==> src/emu_pkg.sv <==
package emu_pkg;

    // Width of one flip-flop scan word and of the RAM scan data.
    localparam int SCAN_W      = 64;

    // Target words in the flip-flop chain.
    localparam int CHAIN_WORDS = 3;

    // Source scan word.
    localparam int SRC_LFSR_LSB = 0;   // LFSR state in the low bits.
    localparam int SRC_CNT_LSB  = 48;  // Sent count.

    // Sink scan word.
    localparam int SNK_SUM      = 0;   // Checksum in the low bits.
    localparam int SNK_CNT_LSB  = 32;  // Received count.
    localparam int SNK_TICK     = 48;  // Pop throttle bit.

    // FIFO scan word holds both pointers and the fill count.
    localparam int FIFO_WR_LSB  = 0;
    localparam int FIFO_RD_LSB  = 4;
    localparam int FIFO_CNT_LSB = 8;

endpackage

==> src/target_pkg.sv <==
package target_pkg;

    localparam int DATA_W     = 32;  // Sample width.
    localparam int FIFO_DEPTH = 16;
    localparam int PTR_W      = 4;   // log2 of FIFO_DEPTH.
    localparam int CNT_W      = 16;  // Sent and received counters.

    // Galois LFSR for the sample source.
    localparam logic [DATA_W-1:0] LFSR_SEED = 32'h1;
    localparam logic [DATA_W-1:0] LFSR_TAPS = 32'h80200003;

    // One LFSR step shifts right and folds the taps in when bit 0 falls out.
    function automatic logic [DATA_W-1:0] lfsr_next(input logic [DATA_W-1:0] cur);
        logic [DATA_W-1:0] nxt;
        nxt = cur >> 1;
        if (cur[0])
            nxt = nxt ^ LFSR_TAPS;
        return nxt;
    endfunction

    // Checksum fold. Rotate left by one, then XOR the sample.
    function automatic logic [DATA_W-1:0] fold_sum(
        input logic [DATA_W-1:0] sum,
        input logic [DATA_W-1:0] sample
    );
        return {sum[DATA_W-2:0], sum[DATA_W-1]} ^ sample;
    endfunction

endpackage

==> src/emu_ctrl.sv <==
`timescale 1ns/1ps

module emu_ctrl (
    input  logic host_clk,
    input  logic rst_n,
    input  logic run_mode,
    input  logic scan_mode,
    input  logic pause,
    input  logic ff_scan,
    input  logic ram_scan,
    input  logic target_rst,
    output logic step,
    output logic tgt_rst,
    output logic idle
);

    logic run_ok;
    logic rst_pend;

    // The target may only move when the host is not touching its state.
    assign run_ok = run_mode & ~scan_mode & ~pause & ~ff_scan & ~ram_scan;

    always_ff @(posedge host_clk) begin
        if (!rst_n) begin
            step <= 1'b0;
        end else begin
            step <= run_ok;
        end
    end

    // Reset request waits for the next step, then is consumed by it.
    always_ff @(posedge host_clk) begin
        if (!rst_n) begin
            rst_pend <= 1'b0;
        end else begin
            rst_pend <= target_rst | (rst_pend & ~step);
        end
    end

    assign tgt_rst = step & rst_pend;
    assign idle    = ~step;

endmodule

==> src/sample_source.sv <==
`timescale 1ns/1ps

module sample_source import emu_pkg::*, target_pkg::*; (
    input  logic              host_clk,
    input  logic              rst_n,
    input  logic              step,
    input  logic              tgt_rst,
    input  logic              full,
    input  logic              ff_se,
    input  logic [SCAN_W-1:0] ff_di,
    output logic              push,
    output logic [DATA_W-1:0] push_data,
    output logic [SCAN_W-1:0] ff_do
);

    logic [DATA_W-1:0] lfsr;
    logic [CNT_W-1:0]  sent_cnt;

    // The current LFSR value is taken whenever the FIFO has room.
    assign push      = step & ~tgt_rst & ~full;
    assign push_data = lfsr;

    always_ff @(posedge host_clk) begin
        if (!rst_n) begin
            lfsr     <= LFSR_SEED;
            sent_cnt <= '0;
        end else if (step) begin
            if (tgt_rst) begin
                lfsr     <= LFSR_SEED;
                sent_cnt <= '0;
            end else if (push) begin
                lfsr     <= lfsr_next(lfsr);
                sent_cnt <= sent_cnt + 1'b1;
            end
        end else if (ff_se) begin
            // Scan shift loads the word from upstream.
            lfsr     <= ff_di[SRC_LFSR_LSB +: DATA_W];
            sent_cnt <= ff_di[SRC_CNT_LSB +: CNT_W];
        end
    end

    always_comb begin
        ff_do = '0;
        ff_do[SRC_LFSR_LSB +: DATA_W] = lfsr;
        ff_do[SRC_CNT_LSB +: CNT_W]   = sent_cnt;
    end

endmodule

==> src/sample_fifo.sv <==
`timescale 1ns/1ps

module sample_fifo import emu_pkg::*, target_pkg::*; (
    input  logic              host_clk,
    input  logic              rst_n,
    input  logic              step,
    input  logic              tgt_rst,
    input  logic              push,
    input  logic [DATA_W-1:0] push_data,
    input  logic              pop,
    input  logic              ff_se,
    input  logic [SCAN_W-1:0] ff_di,
    input  logic              ram_scan_reset,
    input  logic              ram_scan,
    input  logic              ram_dir,
    input  logic [SCAN_W-1:0] ram_sdi,
    output logic              full,
    output logic              empty,
    output logic [DATA_W-1:0] head,
    output logic [SCAN_W-1:0] ff_do,
    output logic [SCAN_W-1:0] ram_sdo
);

    logic [DATA_W-1:0] mem [FIFO_DEPTH];
    logic [PTR_W-1:0]  wr_ptr;
    logic [PTR_W-1:0]  rd_ptr;
    logic [PTR_W:0]    count;     // One extra bit to tell full from empty.
    logic [PTR_W-1:0]  ram_ptr;
    logic              wr_en;
    logic              rd_en;
    logic              ram_wr;
    logic              ram_rd;

    assign full  = (count == FIFO_DEPTH[PTR_W:0]);
    assign empty = (count == '0);
    assign head  = mem[rd_ptr];

    assign wr_en = step & ~tgt_rst & push & ~full;
    assign rd_en = step & ~tgt_rst & pop & ~empty;

    // Host access to the memory only while the target is frozen.
    assign ram_wr = ~step & ram_scan & ram_dir;
    assign ram_rd = ~step & ram_scan & ~ram_dir;

    always_ff @(posedge host_clk) begin
        if (!rst_n) begin
            wr_ptr <= '0;
            rd_ptr <= '0;
            count  <= '0;
        end else if (step) begin
            if (tgt_rst) begin
                wr_ptr <= '0;
                rd_ptr <= '0;
                count  <= '0;
            end else begin
                if (wr_en)
                    wr_ptr <= wr_ptr + 1'b1;
                if (rd_en)
                    rd_ptr <= rd_ptr + 1'b1;
                case ({wr_en, rd_en})
                    2'b10:   count <= count + 1'b1;
                    2'b01:   count <= count - 1'b1;
                    default: count <= count;
                endcase
            end
        end else if (ff_se) begin
            wr_ptr <= ff_di[FIFO_WR_LSB +: PTR_W];
            rd_ptr <= ff_di[FIFO_RD_LSB +: PTR_W];
            count  <= ff_di[FIFO_CNT_LSB +: PTR_W+1];
        end
    end

    // Memory is not touched by tgt_rst.
    always_ff @(posedge host_clk) begin
        if (wr_en) begin
            mem[wr_ptr] <= push_data;
        end else if (ram_wr) begin
            mem[ram_ptr] <= ram_sdi[DATA_W-1:0];
        end
    end

    always_ff @(posedge host_clk) begin
        if (!rst_n) begin
            ram_ptr <= '0;
        end else if (!step) begin
            if (ram_scan_reset)
                ram_ptr <= '0;
            else if (ram_scan)
                ram_ptr <= ram_ptr + 1'b1;  // Wraps at FIFO_DEPTH.
        end
    end

    always_ff @(posedge host_clk) begin
        if (!rst_n) begin
            ram_sdo <= '0;
        end else if (ram_rd) begin
            ram_sdo <= SCAN_W'(mem[ram_ptr]);
        end
    end

    always_comb begin
        ff_do = '0;
        ff_do[FIFO_WR_LSB +: PTR_W]    = wr_ptr;
        ff_do[FIFO_RD_LSB +: PTR_W]    = rd_ptr;
        ff_do[FIFO_CNT_LSB +: PTR_W+1] = count;
    end

endmodule

==> src/checksum_sink.sv <==
`timescale 1ns/1ps

module checksum_sink import emu_pkg::*, target_pkg::*; (
    input  logic              host_clk,
    input  logic              rst_n,
    input  logic              step,
    input  logic              tgt_rst,
    input  logic              empty,
    input  logic [DATA_W-1:0] head,
    input  logic              ff_se,
    input  logic [SCAN_W-1:0] ff_di,
    output logic              pop,
    output logic [SCAN_W-1:0] ff_do
);

    logic              tick;
    logic [CNT_W-1:0]  rcv_cnt;
    logic [DATA_W-1:0] sum;

    // Pops on every other step at most, so the FIFO backs up.
    assign pop = step & ~tgt_rst & ~empty & tick;

    always_ff @(posedge host_clk) begin
        if (!rst_n) begin
            tick    <= 1'b0;
            rcv_cnt <= '0;
            sum     <= '0;
        end else if (step) begin
            if (tgt_rst) begin
                tick    <= 1'b0;
                rcv_cnt <= '0;
                sum     <= '0;
            end else begin
                tick <= ~tick;
                if (pop) begin
                    rcv_cnt <= rcv_cnt + 1'b1;
                    sum     <= fold_sum(sum, head);
                end
            end
        end else if (ff_se) begin
            tick    <= ff_di[SNK_TICK];
            rcv_cnt <= ff_di[SNK_CNT_LSB +: CNT_W];
            sum     <= ff_di[SNK_SUM +: DATA_W];
        end
    end

    always_comb begin
        ff_do = '0;
        ff_do[SNK_SUM +: DATA_W]    = sum;
        ff_do[SNK_CNT_LSB +: CNT_W] = rcv_cnt;
        ff_do[SNK_TICK]             = tick;
    end

endmodule

==> src/emu_top.sv <==
`timescale 1ns/1ps

module emu_top import emu_pkg::*, target_pkg::*; (
    input  logic              host_clk,
    input  logic              rst_n,
    input  logic              target_rst,
    input  logic              run_mode,
    input  logic              scan_mode,
    input  logic              pause,
    input  logic              ff_scan,
    input  logic              ff_dir,
    input  logic [SCAN_W-1:0] ff_sdi,
    input  logic              ram_scan_reset,
    input  logic              ram_scan,
    input  logic              ram_dir,
    input  logic [SCAN_W-1:0] ram_sdi,
    output logic [SCAN_W-1:0] ff_sdo,
    output logic [SCAN_W-1:0] ram_sdo,
    output logic              idle
);

    logic              step;
    logic              tgt_rst;
    logic              push;
    logic [DATA_W-1:0] push_data;
    logic              pop;
    logic              full;
    logic              empty;
    logic [DATA_W-1:0] head;

    // Word 0 is the chain input, each target module adds one word after it.
    logic [SCAN_W-1:0] chain [CHAIN_WORDS+1];

    // Loopback feeds ff_sdo back in when the host shifts without loading.
    assign chain[0] = ff_dir ? ff_sdi : ff_sdo;
    assign ff_sdo   = chain[CHAIN_WORDS];

    emu_ctrl u_ctrl (
        .host_clk   (host_clk),
        .rst_n      (rst_n),
        .run_mode   (run_mode),
        .scan_mode  (scan_mode),
        .pause      (pause),
        .ff_scan    (ff_scan),
        .ram_scan   (ram_scan),
        .target_rst (target_rst),
        .step       (step),
        .tgt_rst    (tgt_rst),
        .idle       (idle)
    );

    sample_source u_source (
        .host_clk  (host_clk),
        .rst_n     (rst_n),
        .step      (step),
        .tgt_rst   (tgt_rst),
        .full      (full),
        .ff_se     (ff_scan),
        .ff_di     (chain[0]),
        .push      (push),
        .push_data (push_data),
        .ff_do     (chain[1])
    );

    sample_fifo u_fifo (
        .host_clk       (host_clk),
        .rst_n          (rst_n),
        .step           (step),
        .tgt_rst        (tgt_rst),
        .push           (push),
        .push_data      (push_data),
        .pop            (pop),
        .ff_se          (ff_scan),
        .ff_di          (chain[1]),
        .ram_scan_reset (ram_scan_reset),
        .ram_scan       (ram_scan),
        .ram_dir        (ram_dir),
        .ram_sdi        (ram_sdi),
        .full           (full),
        .empty          (empty),
        .head           (head),
        .ff_do          (chain[2]),
        .ram_sdo        (ram_sdo)
    );

    checksum_sink u_sink (
        .host_clk (host_clk),
        .rst_n    (rst_n),
        .step     (step),
        .tgt_rst  (tgt_rst),
        .empty    (empty),
        .head     (head),
        .ff_se    (ff_scan),
        .ff_di    (chain[2]),
        .pop      (pop),
        .ff_do    (chain[3])  // Last word shows on ff_sdo.
    );

endmodule

==> config.mk <==
export PLATFORM = sky130hd
export DESIGN_NAME = emu_top
export DESIGN_NICKNAME = d
export VERILOG_FILES = /design/src/emu_pkg.sv /design/src/target_pkg.sv /design/src/emu_ctrl.sv /design/src/sample_source.sv /design/src/sample_fifo.sv /design/src/checksum_sink.sv /design/src/emu_top.sv
export SDC_FILE = /design/constraint.sdc
export NUM_CORES = 1
export LEC_CHECK = 0
export ABC_AREA = 1
export BUFFER_PORTS_ARGS = -buffer_cell sky130_fd_sc_hd__clkbuf_2
export CAP_MARGIN = 40
export CELL_PAD_IN_SITES_DETAIL_PLACEMENT = 1
export CELL_PAD_IN_SITES_GLOBAL_PLACEMENT = 1
export CORE_ASPECT_RATIO = 1.25
export CORE_MARGIN = 4
export CORE_UTILIZATION = 50
export DETAILED_ROUTE_END_ITERATION = 7
export PLACE_DENSITY_LB_ADDON = 0.15
export SYNTH_ARGS = -nofsm -noshare
export SYNTH_HDL_FRONTEND = slang
export SYNTH_SLANG_ARGS = --single-unit
export TNS_END_PERCENT = 100
==> constraint.sdc <==
create_clock -name host_clk -period 5.3 [get_ports host_clk]
set_input_delay 0.53 -clock host_clk [delete_from_list [all_inputs] [get_ports host_clk]]
set_output_delay 0.53 -clock host_clk [all_outputs]
set_load 0.01 [all_outputs]
Word level (Yosys, flattened, before mapping)
Memories as Yosys holds them, arrays and structs flattened. A register that Yosys moved wholly into a read port is not among the register bits.
Cells that the tools add are included.
{ "word_totals": {"ff_bits": 100, "mem_count": 1, "mem_bits_rw": 512, "output_inout_bits": 129, "in_bits": 139} }
{ "mem_list": {"columns": ["memory", "depth", "width", "rd", "rd_ports_with_merged_regs", "write_ports", "line_no", "rtl"], "rows": [
  ["u_fifo.mem", 16, 32, 2, 2, 1, "sample_fifo.sv:24", "logic [DATA_W-1:0] mem [FIFO_DEPTH];"]
]} }
{ "op_classes": {"eq_ne": 8, "bitwise_logic": 30, "add_sub_neg": 6, "reduce_logical": 11, "mux": 41} }
{ "op_table": {"columns": ["operator", "n"], "rows": [
  ["$mux W32", 11],
  ["$mux W16", 4],
  ["$mux W4", 13],
  ["$reduce_or A32 Y1", 1],
  ["$xor A32 B32 Y32", 1],
  ["$and A1 B1 Y1", 17],
  ["$add A16 B1 Y16 const B", 1],
  ["$mux W5", 3],
  ["$add A4 B1 Y4 const B", 3],
  ["$ne A3 B1 Y1 const B", 4],
  ["$reduce_and A2 Y1", 6],
  ["$not A1 Y1", 10],
  ["$pmux W5 S2", 1],
  ["$mux W1", 9],
  ["$add A5 B1 Y5 const B", 1],
  ["$eq A5 B5 Y1 const B", 1],
  ["$logic_not A5 Y1", 1],
  ["$sub A5 B1 Y5 const B", 1],
  ["$ne A4 B1 Y1 const B", 1],
  ["$not A3 Y4", 1],
  ["$reduce_bool A2 Y1", 2],
  ["$eq A2 B1 Y1 const B", 1],
  ["$eq A2 B2 Y1 const B", 1],
  ["$logic_not A1 Y1", 1],
  ["$or A1 B1 Y1", 1]
]} }

Logic depth before layout (Yosys ltp)
Gate-level depths: netlist of run 1.
{ "depth": {"word_depth": 12, "mapped_depth": 17, "ltp_nobuf": 15} }

By module
A second synthesis of run 1 with hierarchy kept.
{ "unflattened": {"hier_cells": 4432, "hier_area_um2": 36628.9} }
{ "modules_own_cells": {"columns": ["module", "cells_per_inst", "instances", "area_per_inst_um2", "seq_area_each_um2"], "rows": [
  ["sample_fifo", 3399, 1, 29973.7, 16435.8],
  ["sample_source", 403, 1, 2899.0, 960.9],
  ["checksum_sink", 409, 1, 2819.0, 980.9],
  ["emu_top", 206, 1, 844.6, 0.0],
  ["emu_ctrl", 15, 1, 92.6, 40.0]
]} }

Worst setup path before layout of run 1
OpenSTA, ideal clock, no wires.
{ "synth_timing": {"path_type": "input port to flip-flop", "startpoint": "in ram_scan", "endpoint": "mem u_fifo.mem[13][0], enable pin", "setup_slack_ns": 2.162, "t_arrival_ns": 2.716, "cell_stages": 7, "cell_sequence": "inv_1 > nor2_1 > nand2_1 > clkbuf_1 > nand2_1 > nand3_1 > nor2_1"} }
{ "synth_via": {"elab_chain_cells": 7} }
{ "synth_lines": {"columns": ["element", "line_no", "rtl"], "rows": [
  ["from (decl)", "emu_top.sv:14", "input logic ram_scan,"],
  ["$and A1 B1 Y1 * (2 in a row)", "sample_fifo.sv:42", "assign ram_wr = ~step & ram_scan & ram_dir;"],
  ["$mux W1 *", "sample_fifo.sv:77", "end else if (ram_wr) begin"],
  ["$mux W1 *", "sample_fifo.sv:75", "if (wr_en) begin"],
  ["$mux W1 (implied by the code) *", "sample_fifo.sv:78", "mem[ram_ptr] <= ram_sdi[DATA_W-1:0];"],
  ["$reduce_or A32 Y1 (no source line)", null, null],
  ["$mux W4 (no source line) or $mux W1 (tied branches)", null, null],
  ["to (decl)", "sample_fifo.sv:24", null]
]} }
Every way passes the cells marked *; elsewhere a longest branch is shown, timed or not.

Worst setup path in the final report of run 1
{ "layout_timing": {"startpoint": "reg u_ctrl.step", "endpoint": "mem u_fifo.mem[13][0], enable pin"} }
{ "layout_via": {"elab_chain_cells": 10} }
{ "layout_lines": {"columns": ["element", "line_no", "rtl"], "rows": [
  ["from (decl)", "emu_ctrl.sv:12", "output logic step,"],
  ["from (signal assigned)", "emu_ctrl.sv:27", "step <= run_ok;"],
  ["$and A1 B1 Y1", "emu_ctrl.sv:40", "assign tgt_rst = step & rst_pend;"],
  ["$not A1 Y1", "sample_source.sv:20, sample_fifo.sv:38", null],
  ["$and A1 B1 Y1", "sample_source.sv:20, sample_fifo.sv:38", null],
  ["$and A1 B1 Y1", "sample_source.sv:20", "assign push = step & ~tgt_rst & ~full;"],
  ["$and A1 B1 Y1 (2 in a row)", "sample_fifo.sv:38", "assign wr_en = step & ~tgt_rst & push & ~full;"],
  ["$mux W1", "sample_fifo.sv:75", null],
  ["$mux W1 (implied by the code)", "sample_fifo.sv:78", null],
  ["$reduce_or A32 Y1 (no source line)", null, null],
  ["$mux W4 (no source line) or $mux W1 (tied branches)", null, null]
]} }
Parallel ways exist; a longest one is shown, timed or not.

==> impl_metrics.toml, run 1 <==
[pwr]
vdd_ir_drop_max_uv = 217
p_sw_mw = 3.08
switching_share_pct = 26.4
power_frac_seq_pct = 49.0
clock_power_share_pct = 39.8
power_density_mw_per_mm2 = 315
combPwrFrac_pct = 11.2
internal-power_mw = 8.59
p_leak_nw = 15.1
finalPower_mw = 11.7

[placed_design]
dpl.hpwl_um = 75700
io_buffers = 156
gp_congestion = 0.839

[logic_synthesis]
synth_area_leaders = "edfxtp_1 46%, nand3_1 11%, dfxtp_1 8.1%"
synth_edf_count = 512
yosysSeqAreaShare_pct = 53.7
yosysTopAreaCell = "edfxtp_1"
synth_area_per_cell_um2 = 8.39
yosysTopAreaCellShare_pct = 45.6
syn_inst = 4015
synth_common_cells = "709 x nand3_1, 658 x nand2_1, 582 x inv_1"
ys_warn_count = 0
synth_ff_type = "edfxtp_1"
synthMostInstantiatedCell = "nand3_1"
synthArstFlopShare_pct = 0
netlist_area_mm2 = 0.0337
yosys.cell_types.count = 39
ys_seq_elements = 648

[setup_path]
path_buf_inv = 3
worstPathCellList = "buf_4, nor2_1, nand2_4, o21ai_0, inv_1, nand3_1, nor2_4, buf_4"
critPathMaxStageDelay_ns = 0.67
cp_max_fo = 41
worstSetupEndpointType = "flop"
crit_path_frequent_cell = "buf_4"
required_ns = 5.53
rr_endpoint = "u_fifo.mem[13][0]"
ff2ff_setup_slack_ns = 1.67
crit_slowest_cell = "nor2_4"
worstRegToRegCells = 8
path_class = "flop to flop"
crit_path_start_kind = "flop"
critPathArrivalTime_ns = 3.86
r2r_start = "u_ctrl.step"
crit_family = "simple AND/OR/NAND/NOR gates"

[timing]
slew_headroom_pct = 34.1
finalCriticalPeriod_ns = 3.63
hold_violations = 0
worst_pin_slew_ns = 0.989
rsz0062_at_grt = "false"
fmax_mhz = 276
setup_viol = 0
skew_ns = 0.0230
slew_violations = 0
setup_tns_ns = 0
finalCritPeriodShare_pct = 68.4

[route]
drtIter0Drc = 2892
vias_per_cell = 6.02
first_pass_iters = 5
wl_um = 123000
antenna_left = 0
via_count = 29715
drc = 0
routedWlPerCell_um = 24.9

[global_route]
grt_usage_pct = 33.6
antenna_found_initial = 2
grt_pass1_vias = 30555
grt_first_pass_wirelength_um = 183000
use_met2_pct = 54.8
grtUsageMet1_pct = 42.8
grt_overflow = 0
globalRouteMet3Util_pct = 8.81
grt_max_degree = 187
grt.busiest_layer = "met2"

[die]
fp.dieH_um = 298
dieArea_mm2 = 0.0716
start_util_pct = 50.4
io_pins = 268
num_rows = 106
die_w_um = 240
coreArea_mm2 = 0.0668

[status]
status = "finished clean"

[flow_run]
drv_cap = 0

[clock_network]
hold_buffers = 0
clock_path_buffers = 3
cts_root_buf = "clkbuf_16"
cts_made_buffers = 69
cts_tree = "yes"
cts.sinks = 648
h-tree-depth = 3
path_clk_slew_ns = 0.06
cts_resized = 0
post_cts_buffers = 0
clk_latency_ns = 0.61

[cells_and_area]
drive_gt1_share_pct = 9.82
syn_to_final_growth_pct = 9.95
final_nets = 4167
diodes = 0

[worst_hold_path]
hold_class = "input pin to flop"
whs_endpoint = "u_ctrl.step"
min_from = "pause"
holdPathStages = 2
-- worst max path at each step --
stage | start | end | cells after the start
2_1_floorplan | ram_scan | u_fifo.mem[13][0] | 7
3_3_place_gp | ram_scan | u_fifo.mem[13][8] | 8
3_5_place_dp | ram_scan | u_fifo.mem[13][8] | 8
4_1_cts | u_ctrl.step | u_fifo.mem[13][9] | 8
5_1_grt | u_ctrl.step | u_fifo.mem[13][0] | 7
6_report | u_ctrl.step | u_fifo.mem[13][0] | 8
-- kinds of logic (layout without fill, tap and decap cells) --
group | count (synthesis) | after routing | synth area share [%]
buffers and inverters | 957 | 968 | 12.5
muxes | 1 | 1 | 0.0334
xor gates and xnor gates | 8 | 8 | 0.208
adders and majority gates | 8 | 8 | 0.297
other | 1 | 47 | 0.0111
DFF | 648 | 648 | 53.7
and+or+nand+nor | 1492 | 1492 | 19.5
AOI/OAI and AO/OA | 900 | 900 | 13.8
-- flip-flops by register name, summed over array words and instances (netlist names), named ones only --
signal,cells
u_ctrl.rst_pend,1
u_fifo.wr_ptr,4
u_fifo.mem,512
u_fifo.ram_ptr,4
u_fifo.ram_sdo,32
u_sink.tick,1
u_sink.rcv_cnt,16
u_sink.sum,32
u_fifo.count,5
u_fifo.rd_ptr,4
u_source.push_data,32
u_ctrl.step,1
-- cell usage in the layout (no fill, tap or decap), drive strengths merged, types with 40 or more instances in the layout --
cell and count:
nand2 659, edfxtp 512, a21oi 417, clkbuf 250, nand3 709, dfxtp 136
buf 99, o21ai 425, nor2 95, inv 589, conb 47, o211ai 40
-- layer usage --
metal / share of wire [%] / routed length, um / up-vias
met5: 0.011 / 13 / -
met2: 47 / 58400 / 1318
met1: 39 / 47400 / 14690
li1: - / - / 13383
met3: 10 / 12400 / 322
met4: 3.9 / 4800 / 2
-- cell type report --
type | instances | area (um^2)
clock inverter | 28 | 158
timing repair buffer | 254 | 1810
inverter | 591 | 2230
sequential | 648 | 18100
multi-input combinational | 2456 | 11700
clock buffer | 95 | 1940
fill | 8068 | 29800
tap | 864 | 1080
-- worst reg2reg max path, cell delays in order, from the launching register on --
cell and delay (ns):
dfxtp_2 0.33, buf_4 0.46, nor2_1 0.22, nand2_4 0.32
o21ai_0 0.22, inv_1 0.13, nand3_1 0.33, nor2_4 0.67
buf_4 0.58
-- per-stage QoR --
stage          cell area [um^2]  util (%)  instances  hold slack (ns)  worst slack [ns]
2_1_floorplan             33900         -       4061            0.439              2.16
3_3_place_gp              34500      51.7       4782            0.469              1.78
3_5_place_dp              35000      52.3       4813            0.476              1.73
4_1_cts                   37100      55.4       4936           0.0623              1.77
5_1_grt                   37100      55.4       4936           0.0918              1.54
6_report                  37100      55.4       4936           0.0872              1.67
-- power groups by stage --
| stage | Clock (mW) | Combinational (mW) | Sequential [mW] |
|---|---|---|---|
| after floorplan | 0 | 0.812 | 5.79 |
| after global placement | 0 | 1.20 | 5.82 |
| final | 4.64 | 1.31 | 5.72 |
| after global routing | 4.90 | 1.42 | 5.72 |
| after CTS | 4.68 | 1.29 | 5.71 |
| after detailed placement | 0 | 1.27 | 5.82 |
(Power assumes the default switching activity.)
==> run 2, diff against run 1 <==
--- a/config.mk
+++ b/config.mk
@@ -5,7 +5,7 @@
 export SDC_FILE = /design/constraint.sdc
 export NUM_CORES = 1
 export LEC_CHECK = 0
-export ABC_AREA = 1
+export ABC_AREA = 0
 export BUFFER_PORTS_ARGS = -buffer_cell sky130_fd_sc_hd__clkbuf_2
 export CAP_MARGIN = 40
 export CELL_PAD_IN_SITES_DETAIL_PLACEMENT = 1
==> constraint.sdc (replaced) <==
create_clock -name host_clk -period 3.55 [get_ports host_clk]
set_input_delay 0.355 -clock host_clk [delete_from_list [all_inputs] [get_ports host_clk]]
set_output_delay 0.355 -clock host_clk [all_outputs]
set_load 0.01 [all_outputs]
==> impl_metrics.toml, run 2 <==
[status]
status = "finished clean"

[cells_and_area]
largest_reg_flops = 512
diodes = 0
layout_commonest_cell = "edfxtp_1"
fin_area_mm2 = 0.0354
syn_to_final_growth_pct = 12.4
post-route-util_pct = 57.0
drive_gt1_share_pct = 26.6
top_register = "u_fifo.mem"
final_nets = 2474
final_cell_mix = "512 x edfxtp_1, 211 x mux4_2, 185 x mux2i_1"
fillers = 5959
multi_input_area_mm2 = 0.0121
seq_area_mm2 = 0.0181

[logic_synthesis]
synth_ff_type = "edfxtp_1"
yosysTopAreaCellShare_pct = 48.8
ys_warn_count = 0
synth_area_per_cell_um2 = 14.2
syn_inst = 2217
synthArstFlopShare_pct = 0
yosysTopAreaCell = "edfxtp_1"
synthMostInstantiatedCell = "edfxtp_1"
yosys.cell_types.count = 70
netlist_area_mm2 = 0.0315
ys_seq_elements = 648
synth_area_leaders = "edfxtp_1 49%, mux4_2 15%, dfxtp_1 8.6%"
synth_common_cells = "512 x edfxtp_1, 211 x mux4_2, 185 x mux2i_1"
synth_edf_count = 512
yosysSeqAreaShare_pct = 57.5

[clock_network]
cts_root_buf = "clkbuf_16"
h-tree-depth = 3
path_clk_slew_ns = 0.06
cts_made_buffers = 68
cts_tree = "yes"
clk_latency_ns = 0.61
cts.sinks = 648
clock_path_buffers = 3
cts_resized = 0

[worst_hold_path]
whs_endpoint = "u_fifo.count[3]"
holdPathStages = 3
hold_class = "input pin to flop"
min_from = "rst_n"

[die]
coreArea_mm2 = 0.0622
die_w_um = 232
start_util_pct = 50.7
dieArea_mm2 = 0.0671
io_pins = 268
num_rows = 102
fp.dieH_um = 289

[route]
drtIter0Drc = 2311
antenna_left = 0
drc = 0
routedWlPerCell_um = 31.8
first_pass_iters = 5
vias_per_cell = 6.63
via_count = 21313
wl_um = 102000

[pwr]
p_leak_nw = 11.6
vdd_ir_drop_max_uv = 298
power_density_mw_per_mm2 = 485

[timing]
setup_slack_ns = 0.434
rsz0062_at_grt = "false"
setup_viol = 0
hold_violations = 0
slew_headroom_pct = 39.2
finalCritPeriodShare_pct = 87.8
setup_tns_ns = 0
skew_ns = 0.0185
finalCriticalPeriod_ns = 3.12
fmax_mhz = 321
worst_pin_slew_ns = 0.912
slew_violations = 0

[setup_path]
worstRegToRegCells = 11
r2r_start = "u_fifo.count[0]"
required_ns = 4.06
crit_path_start_kind = "flop"
setup.worst_path.start = "u_fifo.count[0]"
worstSetupEndpointType = "flop"
ff2ff_setup_slack_ns = 0.43
rr_endpoint = "u_fifo.count[4]"
path_class = "flop to flop"
critPathArrivalTime_ns = 3.62
cp_max_fo = 9

[global_route]
grt_usage_pct = 30.3
grt_pass1_vias = 22267
grt_overflow = 0
grt_first_pass_wirelength_um = 149000
grt_max_degree = 96
antenna_found_initial = 3

[placed_design]
pre_cts_ws_ns = 0.472
gp_congestion = 0.824
io_buffers = 156
placed_cell_area_mm2 = 0.0330
dpl.hpwl_um = 62500

[flow_run]
drv_cap = 0
==> run 2: cell count changes after synthesis, sizes merged, moves of 54 or more <==
cell	change
buf	-54
inv	-571
mux4	+211
nand2	-484
mux2i	+185
o21ai	-301
nand3	-648
a21oi	-326
==> run 2: where the power goes <==
part / leakage [nW] / internal (mW) / switching, mW
sequential: 5.80 / 8.30 / 0.101
combinational: 4.63 / 0.470 / 0.776
clock: 1.14 / 4.48 / 3.05
==> run 2: area by class of cell <==
type                       instances  share of cell area [%]
sequential                       648                    51.2
clock buffer                      94                    5.43
multi-input combinational       1335                    34.2
inverter                          18                   0.191
timing repair buffer             256                    4.84
tap                              832                    2.94
clock inverter                    31                    1.16
==> run 2: cells by family (layout without fill, tap and decap cells) <==
kind of cell / count (synthesis) / in the layout / synth area share, %
flops: 648 / 648 / 57.5
simple gates: 457 / 457 / 6.75
mux: 401 / 401 / 21.1
compound gates: 379 / 379 / 8.00
buf+inv: 280 / 399 / 5.11
xor+xnor: 43 / 43 / 1.20
fa+ha+maj: 8 / 8 / 0.318
other cells: 1 / 47 / 0.0119
==> run 2: per-layer routing <==
| layer | routed length (um) | share of wire (%) | GRT usage (%) |
|---|---|---|---|
| met4 | 3700 | 3.6 | 11.1 |
| met1 | 39800 | 39 | 40.8 |
| met5 | 0 | 0 | 0 |
| met3 | 8360 | 8.2 | 4.69 |
| met2 | 50500 | 49 | 50.3 |
==> run 2: through the flow <==
step | instances | power [mW] | hold slack, ns
after global placement | 3078 | 9.74 | 0.445
final | 3214 | 17.2 | 0.0769
after detailed placement | 3086 | 9.79 | 0.463
after global routing | 3214 | 17.7 | 0.105
after floorplan | 2263 | 9.36 | 0.431
after CTS | 3214 | 17.3 | 0.0548
==> run 2: worst max-delay path, cell delays in order (launching register included) <==
cell and delay [ns]:
dfxtp_1 0.39, or4_4 0.58, o21ai_2 0.18, nor2_1 0.16, ha_1 0.35, xor2_1 0.20, ha_1 0.24, o21a_1 0.19
o22a_1 0.20, a21oi_1 0.18, xnor2_1 0.09, a311oi_1 0.25
==> run 2: timing repair <==
action / 4_1_cts / 5_1_grt
endpoints found under the hold margin: 2 / 0
endpoints found under the setup margin: 0 / 0
hold buffers: 3 / 0
buffers inserted: 0 / 0
==> run 2: worst max-delay path by stage <==
stage	cells after the start	to
6_report	11	u_fifo.count[4]
5_1_grt	11	u_fifo.count[4]
4_1_cts	11	u_fifo.count[4]
3_5_place_dp	11	u_fifo.count[4]
3_3_place_gp	6	u_fifo.mem[15][9]
2_1_floorplan	7	u_fifo.mem[6][0]
